File: config.mk
export PLATFORM = sky130hd
export DESIGN_NAME = block_nms_top
export DESIGN_NICKNAME = d
export VERILOG_FILES = /design/src/nms_pkg.sv /design/src/band_drain.sv /design/src/block_max_tracker.sv /design/src/block_nms_top.sv /design/src/frame_scanner.sv /design/src/row_buffer.sv
export SDC_FILE = /design/constraint.sdc
export NUM_CORES = 2
export LEC_CHECK = 0
export BUFFER_PORTS_ARGS = -buffer_cell sky130_fd_sc_hd__buf_2
export CAP_MARGIN = 20
export CORE_ASPECT_RATIO = 1.75
export CORE_MARGIN = 2
export CORE_UTILIZATION = 45
export DETAILED_ROUTE_END_ITERATION = 6
export SYNTH_ARGS = -nofsm -noshare
export SYNTH_HDL_FRONTEND = slang
export SYNTH_MEMORY_MAX_BITS = 65536
export SYNTH_SLANG_ARGS = --single-unit
File: constraint.sdc
create_clock -name clk -period 5.3 [get_ports clk]
set_clock_uncertainty 0.05 [all_clocks]
set_input_delay 0.265 -clock clk [delete_from_list [all_inputs] [get_ports clk]]
set_output_delay 0.265 -clock clk [all_outputs]
set_load 0.05 [all_outputs]
File: src/nms_pkg.sv
package nms_pkg;

    ////////////////////////////////////////////////////////////
    // frame and block geometry
    ////////////////////////////////////////////////////////////

    localparam int BLOCK_SIZE     = 4;
    localparam int MAX_WIDTH      = 64;
    localparam int MAX_HEIGHT     = 64;
    localparam int NUM_BLOCK_COLS = MAX_WIDTH / BLOCK_SIZE;

    ////////////////////////////////////////////////////////////
    // data and coordinate types
    ////////////////////////////////////////////////////////////

    typedef logic [7:0] score_t;

    // wide enough to hold MAX_WIDTH itself
    typedef logic [6:0] col_t;
    typedef logic [6:0] row_t;

    typedef logic [3:0] blk_col_t;
    typedef logic [1:0] blk_off_t;

    // output side FSM
    typedef enum logic {
        DRAIN_IDLE,
        DRAIN_ROWS
    } drain_state_t;

endpackage

File: src/band_drain.sv
module band_drain (
    input  logic              clk,
    input  logic              rst_n,
    input  logic              band_done,
    input  logic              done_bank,
    input  logic              frame_end,
    input  nms_pkg::col_t     frame_width,
    input  nms_pkg::score_t   rd_score [2*nms_pkg::BLOCK_SIZE],
    input  nms_pkg::blk_off_t lk_row_off,
    input  nms_pkg::blk_off_t lk_col_off,
    input  nms_pkg::score_t   lk_score,
    output nms_pkg::col_t     rd_col,
    output logic              lk_bank,
    output nms_pkg::blk_col_t lk_blk,
    output logic              bank_free,
    output logic              free_bank,
    output logic              out_valid,
    output nms_pkg::score_t   out_score,
    output logic              out_last
);

    localparam int SEL_W = $clog2(2 * nms_pkg::BLOCK_SIZE);

    nms_pkg::drain_state_t state;
    logic                  bank_q;
    logic                  end_q;
    nms_pkg::col_t         width_q;
    nms_pkg::blk_off_t     row_q;
    nms_pkg::col_t         col_q;

    logic                  row_end;
    logic                  last_rd;
    logic                  start;
    logic                  hit;

    // read stage aligned with the buffer data
    logic                  rd_valid_q;
    logic                  rd_last_q;
    logic                  hit_q;
    logic [SEL_W-1:0]      sel_q;

    ////////////////////////////////////////////////////////////
    // read sequencing
    ////////////////////////////////////////////////////////////

    assign row_end = (col_q == width_q - 1'b1);
    assign last_rd = (state == nms_pkg::DRAIN_ROWS) && row_end
                     && (row_q == nms_pkg::blk_off_t'(nms_pkg::BLOCK_SIZE - 1));

    // the next band may land on the final read of this one
    assign start = band_done && ((state == nms_pkg::DRAIN_IDLE) || last_rd);

    always_ff @(posedge clk or negedge rst_n) begin
        if (!rst_n) begin
            state   <= nms_pkg::DRAIN_IDLE;
            bank_q  <= 1'b0;
            end_q   <= 1'b0;
            width_q <= '0;
            row_q   <= '0;
            col_q   <= '0;
        end else if (start) begin
            state   <= nms_pkg::DRAIN_ROWS;
            bank_q  <= done_bank;
            end_q   <= frame_end;
            width_q <= frame_width;
            row_q   <= '0;
            col_q   <= '0;
        end else if (state == nms_pkg::DRAIN_ROWS) begin
            if (last_rd) begin
                state <= nms_pkg::DRAIN_IDLE;
            end else if (row_end) begin
                col_q <= '0;
                row_q <= row_q + 1'b1;
            end else begin
                col_q <= col_q + 1'b1;
            end
        end
    end

    assign rd_col  = col_q;
    assign lk_bank = bank_q;
    assign lk_blk  = nms_pkg::blk_col_t'(col_q / nms_pkg::BLOCK_SIZE);

    // maxima of this bank are no longer needed after the last lookup
    assign bank_free = last_rd;
    assign free_bank = bank_q;

    // winner test at read issue time
    assign hit = (lk_score != '0) && (lk_row_off == row_q)
                 && (lk_col_off == nms_pkg::blk_off_t'(col_q));

    ////////////////////////////////////////////////////////////
    // output
    ////////////////////////////////////////////////////////////

    always_ff @(posedge clk or negedge rst_n) begin
        if (!rst_n) begin
            rd_valid_q <= 1'b0;
            rd_last_q  <= 1'b0;
            out_valid  <= 1'b0;
            out_last   <= 1'b0;
        end else begin
            rd_valid_q <= (state == nms_pkg::DRAIN_ROWS);
            rd_last_q  <= last_rd && end_q;
            out_valid  <= rd_valid_q;
            out_last   <= rd_valid_q && rd_last_q;
        end
    end

    always_ff @(posedge clk) begin
        hit_q     <= hit;
        sel_q     <= {bank_q, row_q};
        out_score <= hit_q ? rd_score[sel_q] : '0;
    end

    // bands must not overlap in the drain
    a_band_done_when_free: assert property (
        @(posedge clk) disable iff (!rst_n)
        band_done |-> (state == nms_pkg::DRAIN_IDLE) || last_rd
    );

endmodule

File: src/block_max_tracker.sv
module block_max_tracker (
    input  logic                clk,
    input  logic                rst_n,
    input  logic                trk_valid,
    input  logic                trk_bank,
    input  nms_pkg::col_t       trk_col,
    input  nms_pkg::blk_off_t   trk_row_off,
    input  nms_pkg::score_t     trk_score,
    input  logic                bank_free,
    input  logic                free_bank,
    input  logic                lk_bank,
    input  nms_pkg::blk_col_t   lk_blk,
    output nms_pkg::blk_off_t   lk_row_off,
    output nms_pkg::blk_off_t   lk_col_off,
    output nms_pkg::score_t     lk_score
);

    // best score and winner offsets per bank and block column
    nms_pkg::score_t   best_score [2][nms_pkg::NUM_BLOCK_COLS];
    nms_pkg::blk_off_t best_row   [2][nms_pkg::NUM_BLOCK_COLS];
    nms_pkg::blk_off_t best_col   [2][nms_pkg::NUM_BLOCK_COLS];

    nms_pkg::blk_col_t upd_blk;
    nms_pkg::blk_off_t upd_off;
    nms_pkg::score_t   cur_score;
    logic              clr_hit;
    logic              upd;

    // bank holds a full band until the drain frees it
    logic [1:0]        filled;

    ////////////////////////////////////////////////////////////
    // update
    ////////////////////////////////////////////////////////////

    assign upd_blk = nms_pkg::blk_col_t'(trk_col / nms_pkg::BLOCK_SIZE);
    assign upd_off = nms_pkg::blk_off_t'(trk_col);

    // a clear on the same edge counts as an empty entry
    assign clr_hit   = bank_free && (free_bank == trk_bank);
    assign cur_score = clr_hit ? '0 : best_score[trk_bank][upd_blk];

    // strictly larger, so the earlier pixel keeps a tie
    assign upd = trk_valid && (trk_score > cur_score);

    always_ff @(posedge clk or negedge rst_n) begin
        if (!rst_n) begin
            for (int b = 0; b < 2; b++) begin
                for (int k = 0; k < nms_pkg::NUM_BLOCK_COLS; k++) begin
                    best_score[b][k] <= '0;
                end
            end
        end else begin
            if (bank_free) begin
                for (int k = 0; k < nms_pkg::NUM_BLOCK_COLS; k++) begin
                    best_score[free_bank][k] <= '0;
                end
            end
            if (upd) begin
                best_score[trk_bank][upd_blk] <= trk_score;
            end
        end
    end

    // winner position follows every new best score
    always_ff @(posedge clk) begin
        if (upd) begin
            best_row[trk_bank][upd_blk] <= trk_row_off;
            best_col[trk_bank][upd_blk] <= upd_off;
        end
    end

    ////////////////////////////////////////////////////////////
    // lookup
    ////////////////////////////////////////////////////////////

    assign lk_score   = best_score[lk_bank][lk_blk];
    assign lk_row_off = best_row[lk_bank][lk_blk];
    assign lk_col_off = best_col[lk_bank][lk_blk];

    always_ff @(posedge clk or negedge rst_n) begin
        if (!rst_n) begin
            filled <= '0;
        end else begin
            for (int b = 0; b < 2; b++) begin
                if (bank_free && free_bank == b) begin
                    filled[b] <= 1'b0;
                end else if (trk_valid && trk_bank == b
                             && trk_row_off == nms_pkg::blk_off_t'(nms_pkg::BLOCK_SIZE - 1)) begin
                    filled[b] <= 1'b1;
                end
            end
        end
    end

    // a new band must not start in a bank the drain still holds
    a_no_refill_while_draining: assert property (
        @(posedge clk) disable iff (!rst_n)
        trk_valid && trk_row_off == '0 |-> !filled[trk_bank] || clr_hit
    );

endmodule

File: src/block_nms_top.sv
module block_nms_top (
    input  logic            clk,
    input  logic            rst_n,
    input  logic            cfg_valid,
    input  nms_pkg::col_t   cfg_width,
    input  nms_pkg::row_t   cfg_height,
    input  logic            in_valid,
    input  nms_pkg::score_t in_score,
    output logic            out_valid,
    output nms_pkg::score_t out_score,
    output logic            out_last
);

    // scanner side
    logic [2*nms_pkg::BLOCK_SIZE-1:0] wr_en;
    nms_pkg::col_t                     wr_col;
    nms_pkg::score_t                   wr_score;
    logic                              trk_valid;
    nms_pkg::blk_off_t                 trk_row_off;
    logic                              trk_bank;
    logic                              band_done;
    logic                              done_bank;
    logic                              frame_end;
    nms_pkg::col_t                     frame_width;

    // drain side
    nms_pkg::col_t                     rd_col;
    nms_pkg::score_t                   rd_score [2*nms_pkg::BLOCK_SIZE];
    logic                              lk_bank;
    nms_pkg::blk_col_t                 lk_blk;
    nms_pkg::blk_off_t                 lk_row_off;
    nms_pkg::blk_off_t                 lk_col_off;
    nms_pkg::score_t                   lk_score;
    logic                              bank_free;
    logic                              free_bank;

    frame_scanner frame_scanner_i (
        .clk         (clk),
        .rst_n       (rst_n),
        .cfg_valid   (cfg_valid),
        .cfg_width   (cfg_width),
        .cfg_height  (cfg_height),
        .in_valid    (in_valid),
        .in_score    (in_score),
        .wr_en       (wr_en),
        .wr_col      (wr_col),
        .wr_score    (wr_score),
        .trk_valid   (trk_valid),
        .trk_row_off (trk_row_off),
        .trk_bank    (trk_bank),
        .band_done   (band_done),
        .done_bank   (done_bank),
        .frame_end   (frame_end),
        .frame_width (frame_width)
    );

    // two banks of BLOCK_SIZE rows each
    for (genvar i = 0; i < 2 * nms_pkg::BLOCK_SIZE; i++) begin : g_row_buf
        row_buffer row_buffer_i (
            .clk      (clk),
            .wr_en    (wr_en[i]),
            .wr_col   (wr_col),
            .wr_score (wr_score),
            .rd_col   (rd_col),
            .rd_score (rd_score[i])
        );
    end

    block_max_tracker block_max_tracker_i (
        .clk         (clk),
        .rst_n       (rst_n),
        .trk_valid   (trk_valid),
        .trk_bank    (trk_bank),
        .trk_col     (wr_col),
        .trk_row_off (trk_row_off),
        .trk_score   (wr_score),
        .bank_free   (bank_free),
        .free_bank   (free_bank),
        .lk_bank     (lk_bank),
        .lk_blk      (lk_blk),
        .lk_row_off  (lk_row_off),
        .lk_col_off  (lk_col_off),
        .lk_score    (lk_score)
    );

    band_drain band_drain_i (
        .clk         (clk),
        .rst_n       (rst_n),
        .band_done   (band_done),
        .done_bank   (done_bank),
        .frame_end   (frame_end),
        .frame_width (frame_width),
        .rd_score    (rd_score),
        .lk_row_off  (lk_row_off),
        .lk_col_off  (lk_col_off),
        .lk_score    (lk_score),
        .rd_col      (rd_col),
        .lk_bank     (lk_bank),
        .lk_blk      (lk_blk),
        .bank_free   (bank_free),
        .free_bank   (free_bank),
        .out_valid   (out_valid),
        .out_score   (out_score),
        .out_last    (out_last)
    );

endmodule

File: src/frame_scanner.sv
module frame_scanner (
    input  logic                              clk,
    input  logic                              rst_n,
    input  logic                              cfg_valid,
    input  nms_pkg::col_t                     cfg_width,
    input  nms_pkg::row_t                     cfg_height,
    input  logic                              in_valid,
    input  nms_pkg::score_t                   in_score,
    output logic [2*nms_pkg::BLOCK_SIZE-1:0] wr_en,
    output nms_pkg::col_t                     wr_col,
    output nms_pkg::score_t                   wr_score,
    output logic                              trk_valid,
    output nms_pkg::blk_off_t                 trk_row_off,
    output logic                              trk_bank,
    output logic                              band_done,
    output logic                              done_bank,
    output logic                              frame_end,
    output nms_pkg::col_t                     frame_width
);

    logic          armed;
    nms_pkg::col_t width_q;
    nms_pkg::row_t height_q;
    nms_pkg::col_t x_cnt;
    nms_pkg::row_t y_cnt;
    logic          bank;

    logic accept;
    logic row_last;
    logic band_last;
    logic frame_last;

    ////////////////////////////////////////////////////////////
    // raster position
    ////////////////////////////////////////////////////////////

    assign accept      = in_valid && armed;
    assign trk_row_off = nms_pkg::blk_off_t'(y_cnt);

    assign row_last   = (x_cnt == width_q - 1'b1);
    assign band_last  = row_last && (trk_row_off == nms_pkg::blk_off_t'(nms_pkg::BLOCK_SIZE - 1));
    assign frame_last = band_last && (y_cnt == height_q - 1'b1);

    always_ff @(posedge clk or negedge rst_n) begin
        if (!rst_n) begin
            armed     <= 1'b0;
            width_q   <= '0;
            height_q  <= '0;
            x_cnt     <= '0;
            y_cnt     <= '0;
            bank      <= 1'b0;
            band_done <= 1'b0;
            done_bank <= 1'b0;
            frame_end <= 1'b0;
        end else begin
            // new size only between frames
            if (cfg_valid && !armed) begin
                width_q  <= cfg_width;
                height_q <= cfg_height;
                armed    <= 1'b1;
            end

            band_done <= accept && band_last;
            if (accept && band_last) begin
                done_bank <= bank;
                frame_end <= frame_last;
            end

            if (accept) begin
                if (row_last) begin
                    x_cnt <= '0;
                    if (frame_last) begin
                        y_cnt <= '0;
                        armed <= 1'b0;
                    end else begin
                        y_cnt <= y_cnt + 1'b1;
                    end
                    // next band goes to the other bank
                    if (band_last) begin
                        bank <= ~bank;
                    end
                end else begin
                    x_cnt <= x_cnt + 1'b1;
                end
            end
        end
    end

    ////////////////////////////////////////////////////////////
    // write steering
    ////////////////////////////////////////////////////////////

    // buffer index is bank then row offset
    always_comb begin
        wr_en = '0;
        if (accept) begin
            wr_en[{bank, trk_row_off}] = 1'b1;
        end
    end

    assign wr_col      = x_cnt;
    assign wr_score    = in_score;
    assign trk_valid   = accept;
    assign trk_bank    = bank;
    assign frame_width = width_q;

    // scores only after a configuration
    a_input_needs_cfg: assert property (
        @(posedge clk) disable iff (!rst_n)
        in_valid |-> armed
    );

    // height must tile into whole bands
    a_cfg_size: assert property (
        @(posedge clk) disable iff (!rst_n)
        cfg_valid && !armed |->
            cfg_height != '0 && (cfg_height % nms_pkg::BLOCK_SIZE) == 0
            && cfg_height <= nms_pkg::MAX_HEIGHT
            && cfg_width != '0 && cfg_width <= nms_pkg::MAX_WIDTH
    );

endmodule

File: src/row_buffer.sv
module row_buffer (
    input  logic            clk,
    input  logic            wr_en,
    input  nms_pkg::col_t   wr_col,
    input  nms_pkg::score_t wr_score,
    input  nms_pkg::col_t   rd_col,
    output nms_pkg::score_t rd_score
);

    localparam int ADDR_W = $clog2(nms_pkg::MAX_WIDTH);

    // one image row of scores
    nms_pkg::score_t mem [nms_pkg::MAX_WIDTH];

    always_ff @(posedge clk) begin
        if (wr_en) begin
            mem[wr_col[ADDR_W-1:0]] <= wr_score;
        end
    end

    // registered read with one cycle latency
    always_ff @(posedge clk) begin
        rd_score <= mem[rd_col[ADDR_W-1:0]];
    end

endmodule
==> results.tsv <==
stage	metric	value	unit
grt	initial antenna violation count	49	
setup_path	CP delay by family, top	compound AO/OA/AOI/OAI gates	
routing	WL per Instance	37.10	um
synth	Ys Warns	0	
power	P_leak	0.06208	uW
floorplan	I/O pin count	36	
routing	Post-route DRC	0	
sta	Fin Setup TNS	0	ps
cts	TritonCTS buffer count	401	
layout	most common cell after layout, fill and taps aside	edfxtp_1	
setup_path	nature of the critical path endpoint	register	
setup_path	CP peak stage delay	660	ps
cts	CTS root buffer	clkbuf_16	
cts	Worst-Skew Late Latency	1000	ps
power	PwrDens	410.6	mW/mm^2
sta	Tcrit/Tclk final	95.65	%
synth	Post-synth EDFFs	4224	
setup_path	worst endpoint required time	6170	ps
placement	DP HPWL	331.1	mm
power	Comb pwr share	14.2	%
synth	syn nets	8045	
synth	Netlist Area Pre-Place	0.1797	sq mm
grt	GRT Resource Usage Total	25.68	%
setup_path	r2r endpoint	block_max_tracker_i.best_score[71]$_DFF_PN0_	
routing	final wirelength	520.3	mm
grt	met2 Track Usage GR	43.56	%
placement	# port buffers	35	
power	Pwr Total	82940	uW
sta	Final Setup Violations	0	
synth	post-synth top area share	70.57	%
cts	clock buffer depth	4	
routing	first drt pass iteration count	6	
floorplan	die height	840.0	um
layout	proportion of layout cells with a drive suffix above 1	29.44	%
setup_path	Critical Path Fanout Max	8	
power	sequential fraction of design power	49.7	%
synth	ys async rst share	6.765	%
layout	Util after Layout	50.71	%
grt	largest net degree at the start of global routing	204	
synth	post-synthesis register bit count	4612	
run_status	status	complete, no violations	
sta	Tmin final	5070	ps
grt	number of global-route vias before repair	89486	
routing	post-route ant nets	0	
floorplan	DIE AREA	0.4047	sq mm
layout	final instance area	0.2020	sq mm
sta	Hold Slack	99.25	ps
cts	Sinks on Clock Net	4612	
hold_path	worst min path class	in2reg	
grt	met3 usage	4.527	%
power	clock power share	36.1	%
layout	Fill cells	30871	
synth	Post-Syn Instances	8004	
cts	clk slew on worst S/H paths	70	ps
run	maxcap violations	0	
synth	largest area contributor in the netlist	edfxtp_1	
placement	Placed Instance Area	0.1881	sq mm
floorplan	Rows	307	
routing	Vias/cell	6.257	
sta	Slew @ Worst Pin	1285	ps
setup_path	r2r worst-path depth	16	
power	Pint	62200	uW
placement	GP Congestion	0.9372	
sta	Final Hold Vio Count	0	
power	Net Sw Frac	25.01	%
layout	nets	8414	
grt	busiest layer in global routing	met2	
sta	Fmax achieved	197.3	MHz
routing	via count	87756	
floorplan	initial core utilization	45.12	%
hold_path	Worst Hold Path EP	frame_scanner_i.frame_width[5]$_DFFE_PN0P_	
hold_path	Worst Hold Depth	4	
grt	grt ovf	0	
grt	first-pass GRT wire length	722.4	mm
hold_path	min-delay src	cfg_width[5]	
setup_path	CP bufs+invs	2	
setup_path	cell chain of the critical path	inv_1, ha_1, nand2_1, or4_4, a2111o_4, or3_1, nand2_1, ha_1, nor2b_1, o21a_1, o21a_1, o21bai_2, a211oi_2, buf_4, a31oi_1, a22o_1	
setup_path	FF-to-FF Start	band_drain_i.width_q[0]$_DFFE_PN0P_	
cts	Post-CTS Setup Inserts	0	
floorplan	Die Wd	481.7	um
floorplan	core box area	0.3983	sq mm
synth	Distinct cells, synth	69	
layout	most frequent cells in the layout	4224 x edfxtp_1, 1475 x mux4_2, 557 x nor2_1, 408 x clkbuf_16, 311 x buf_4	
synth	register area share after synthesis	75.76	%
layout	P&R area growth vs syn	12.38	%
setup_path	CP arrival	5940	ps
cts	H-tree depth	5	
power	Worst VDD drop	295.7	uV
setup_path	CP max-delay cell	a31oi_1	
sta	RSZ-0062 raised after global routing	no	
setup_path	CP Launch Type	register	
setup_path	critical path class	reg2reg	
sta	worst rel slew slack	14.30	%
power	P_sw	20740	uW
synth	top cells by area, synth	edfxtp_1 71%, mux4_2 18%, dfrtp_1 4.3%	
grt	GR Layer Usage met1	30.54	%
cts	TritonCTS clock tree	built	
synth	Post-Syn Area per Cell	22.46	sq um
routing	1st-iter DRT viols	10556	
sta	Slew Viols, Final	0	
setup_path	r2r setup slk	230	ps
synth	ys flop type	edfxtp_1	
## worst min-delay path, cell delays in order
cell and delay, ps:
dlygate4sd3_1 570, buf_2 120, nand2_1 50, o21ai_0 70
## sequential cells by signal, indices dropped and copies added, names as in the netlist, 2 cells and up
signal	cells
block_max_tracker_i.best_score	256
block_max_tracker_i.best_col	64
g_row_buf.row_buffer_i.rd_score	64
band_drain_i.out_score	8
frame_scanner_i.y_cnt	7
band_drain_i.width_q	7
frame_scanner_i.height_q	7
block_max_tracker_i.best_row	64
frame_scanner_i.frame_width	7
band_drain_i.sel_q	3
band_drain_i.row_q	2
g_row_buf.row_buffer_i.mem	4096
band_drain_i.rd_col	7
frame_scanner_i.wr_col	7
## Yosys cell counts, types with 33 or more instances
| master | count |
|---|---|
| nor3_1 | 37 |
| a21oi_1 | 33 |
| dfrtp_1 | 312 |
| nor2_1 | 558 |
| buf_1 | 40 |
| a22o_1 | 257 |
| edfxtp_1 | 4224 |
| clkbuf_1 | 323 |
| dfxtp_1 | 76 |
| buf_2 | 113 |
| mux4_2 | 1475 |
| nand2_1 | 136 |
| nor4_1 | 40 |
| o21ai_0 | 38 |
## kinds of logic (layout without fill, tap and decap cells)
group	after synthesis	after routing	synth area share [%]
DFF	4612	4612	75.76
muxes	1517	1517	18.73
and+or+nand+nor	894	894	2.136
buffers and inverters	508	1205	1.160
AOI/OAI and AO/OA	420	420	1.921
xor gates and xnor gates	38	38	0.1852
adders and majority gates	15	15	0.1044
other	0	72	0
## final cells by class
cell class / count / area (sq um) / area share [%]
Clock buffer: 497 / 10750 / 5.324
Clock inverter: 234 / 2382 / 1.179
Timing Repair Buffer: 449 / 4139 / 2.049
Multi-Input combinational cell: 2884 / 41650 / 20.62
Antenna cell: 72 / 180.2 / 0.08920
Inverter: 25 / 106.4 / 0.05265
Sequential cell: 4612 / 136200 / 67.43
Tap cell: 5253 / 6573 / 3.254
## metrics by stage
stage	setup WS, ps	instances
detailed placement	221.2	13168
global placement	-9.260	13165
finish	230.5	14026
floorplan	582.7	8004
CTS	214.8	13954
global route	10.93	13963
## layer usage
layer  share of wire (%)  vias up
met4                 6.7        6
met2                  52     4429
met3                 7.6     1109
li1                    -    34597
met5              0.0067        -
met1                  34    47615
## power groups by stage
stage,registers [uW],logic (uW),clock network [uW]
floorplan,41400,7600,0
global placement,42000,11700,0
detailed placement,42000,11800,0
CTS,41200,11900,30300
global route,41200,12300,31500
finish,41300,11800,29900
## worst max path at each step
stage / to / cells past startpoint / start / slack (ps)
detailed placement: block_max_tracker_i.best_score[225]$_DFF_PN0_ / 16 / band_drain_i.width_q[0]$_DFFE_PN0P_ / 220
global route: block_max_tracker_i.best_score[71]$_DFF_PN0_ / 16 / band_drain_i.width_q[1]$_DFFE_PN0P_ / 10
floorplan: block_max_tracker_i.best_col[0][24]$_DFFE_PP_ / 14 / frame_scanner_i.trk_bank$_DFFE_PN0P_ / 580
CTS: block_max_tracker_i.best_score[225]$_DFF_PN0_ / 16 / band_drain_i.width_q[1]$_DFFE_PN0P_ / 210
global placement: block_max_tracker_i.best_score[230]$_DFF_PN0_ / 16 / band_drain_i.width_q[0]$_DFFE_PN0P_ / -9
finish: block_max_tracker_i.best_score[71]$_DFF_PN0_ / 16 / band_drain_i.width_q[0]$_DFFE_PN0P_ / 230
## repair_timing
action | in CTS | in global routing
endpoints found under the hold margin | 677 | 0
endpoints found under the setup margin | 0 | 59
resized for setup | 0 | 4
hold buffers | 55 | 0
Note: power is estimated with default switching activity, not from simulation.
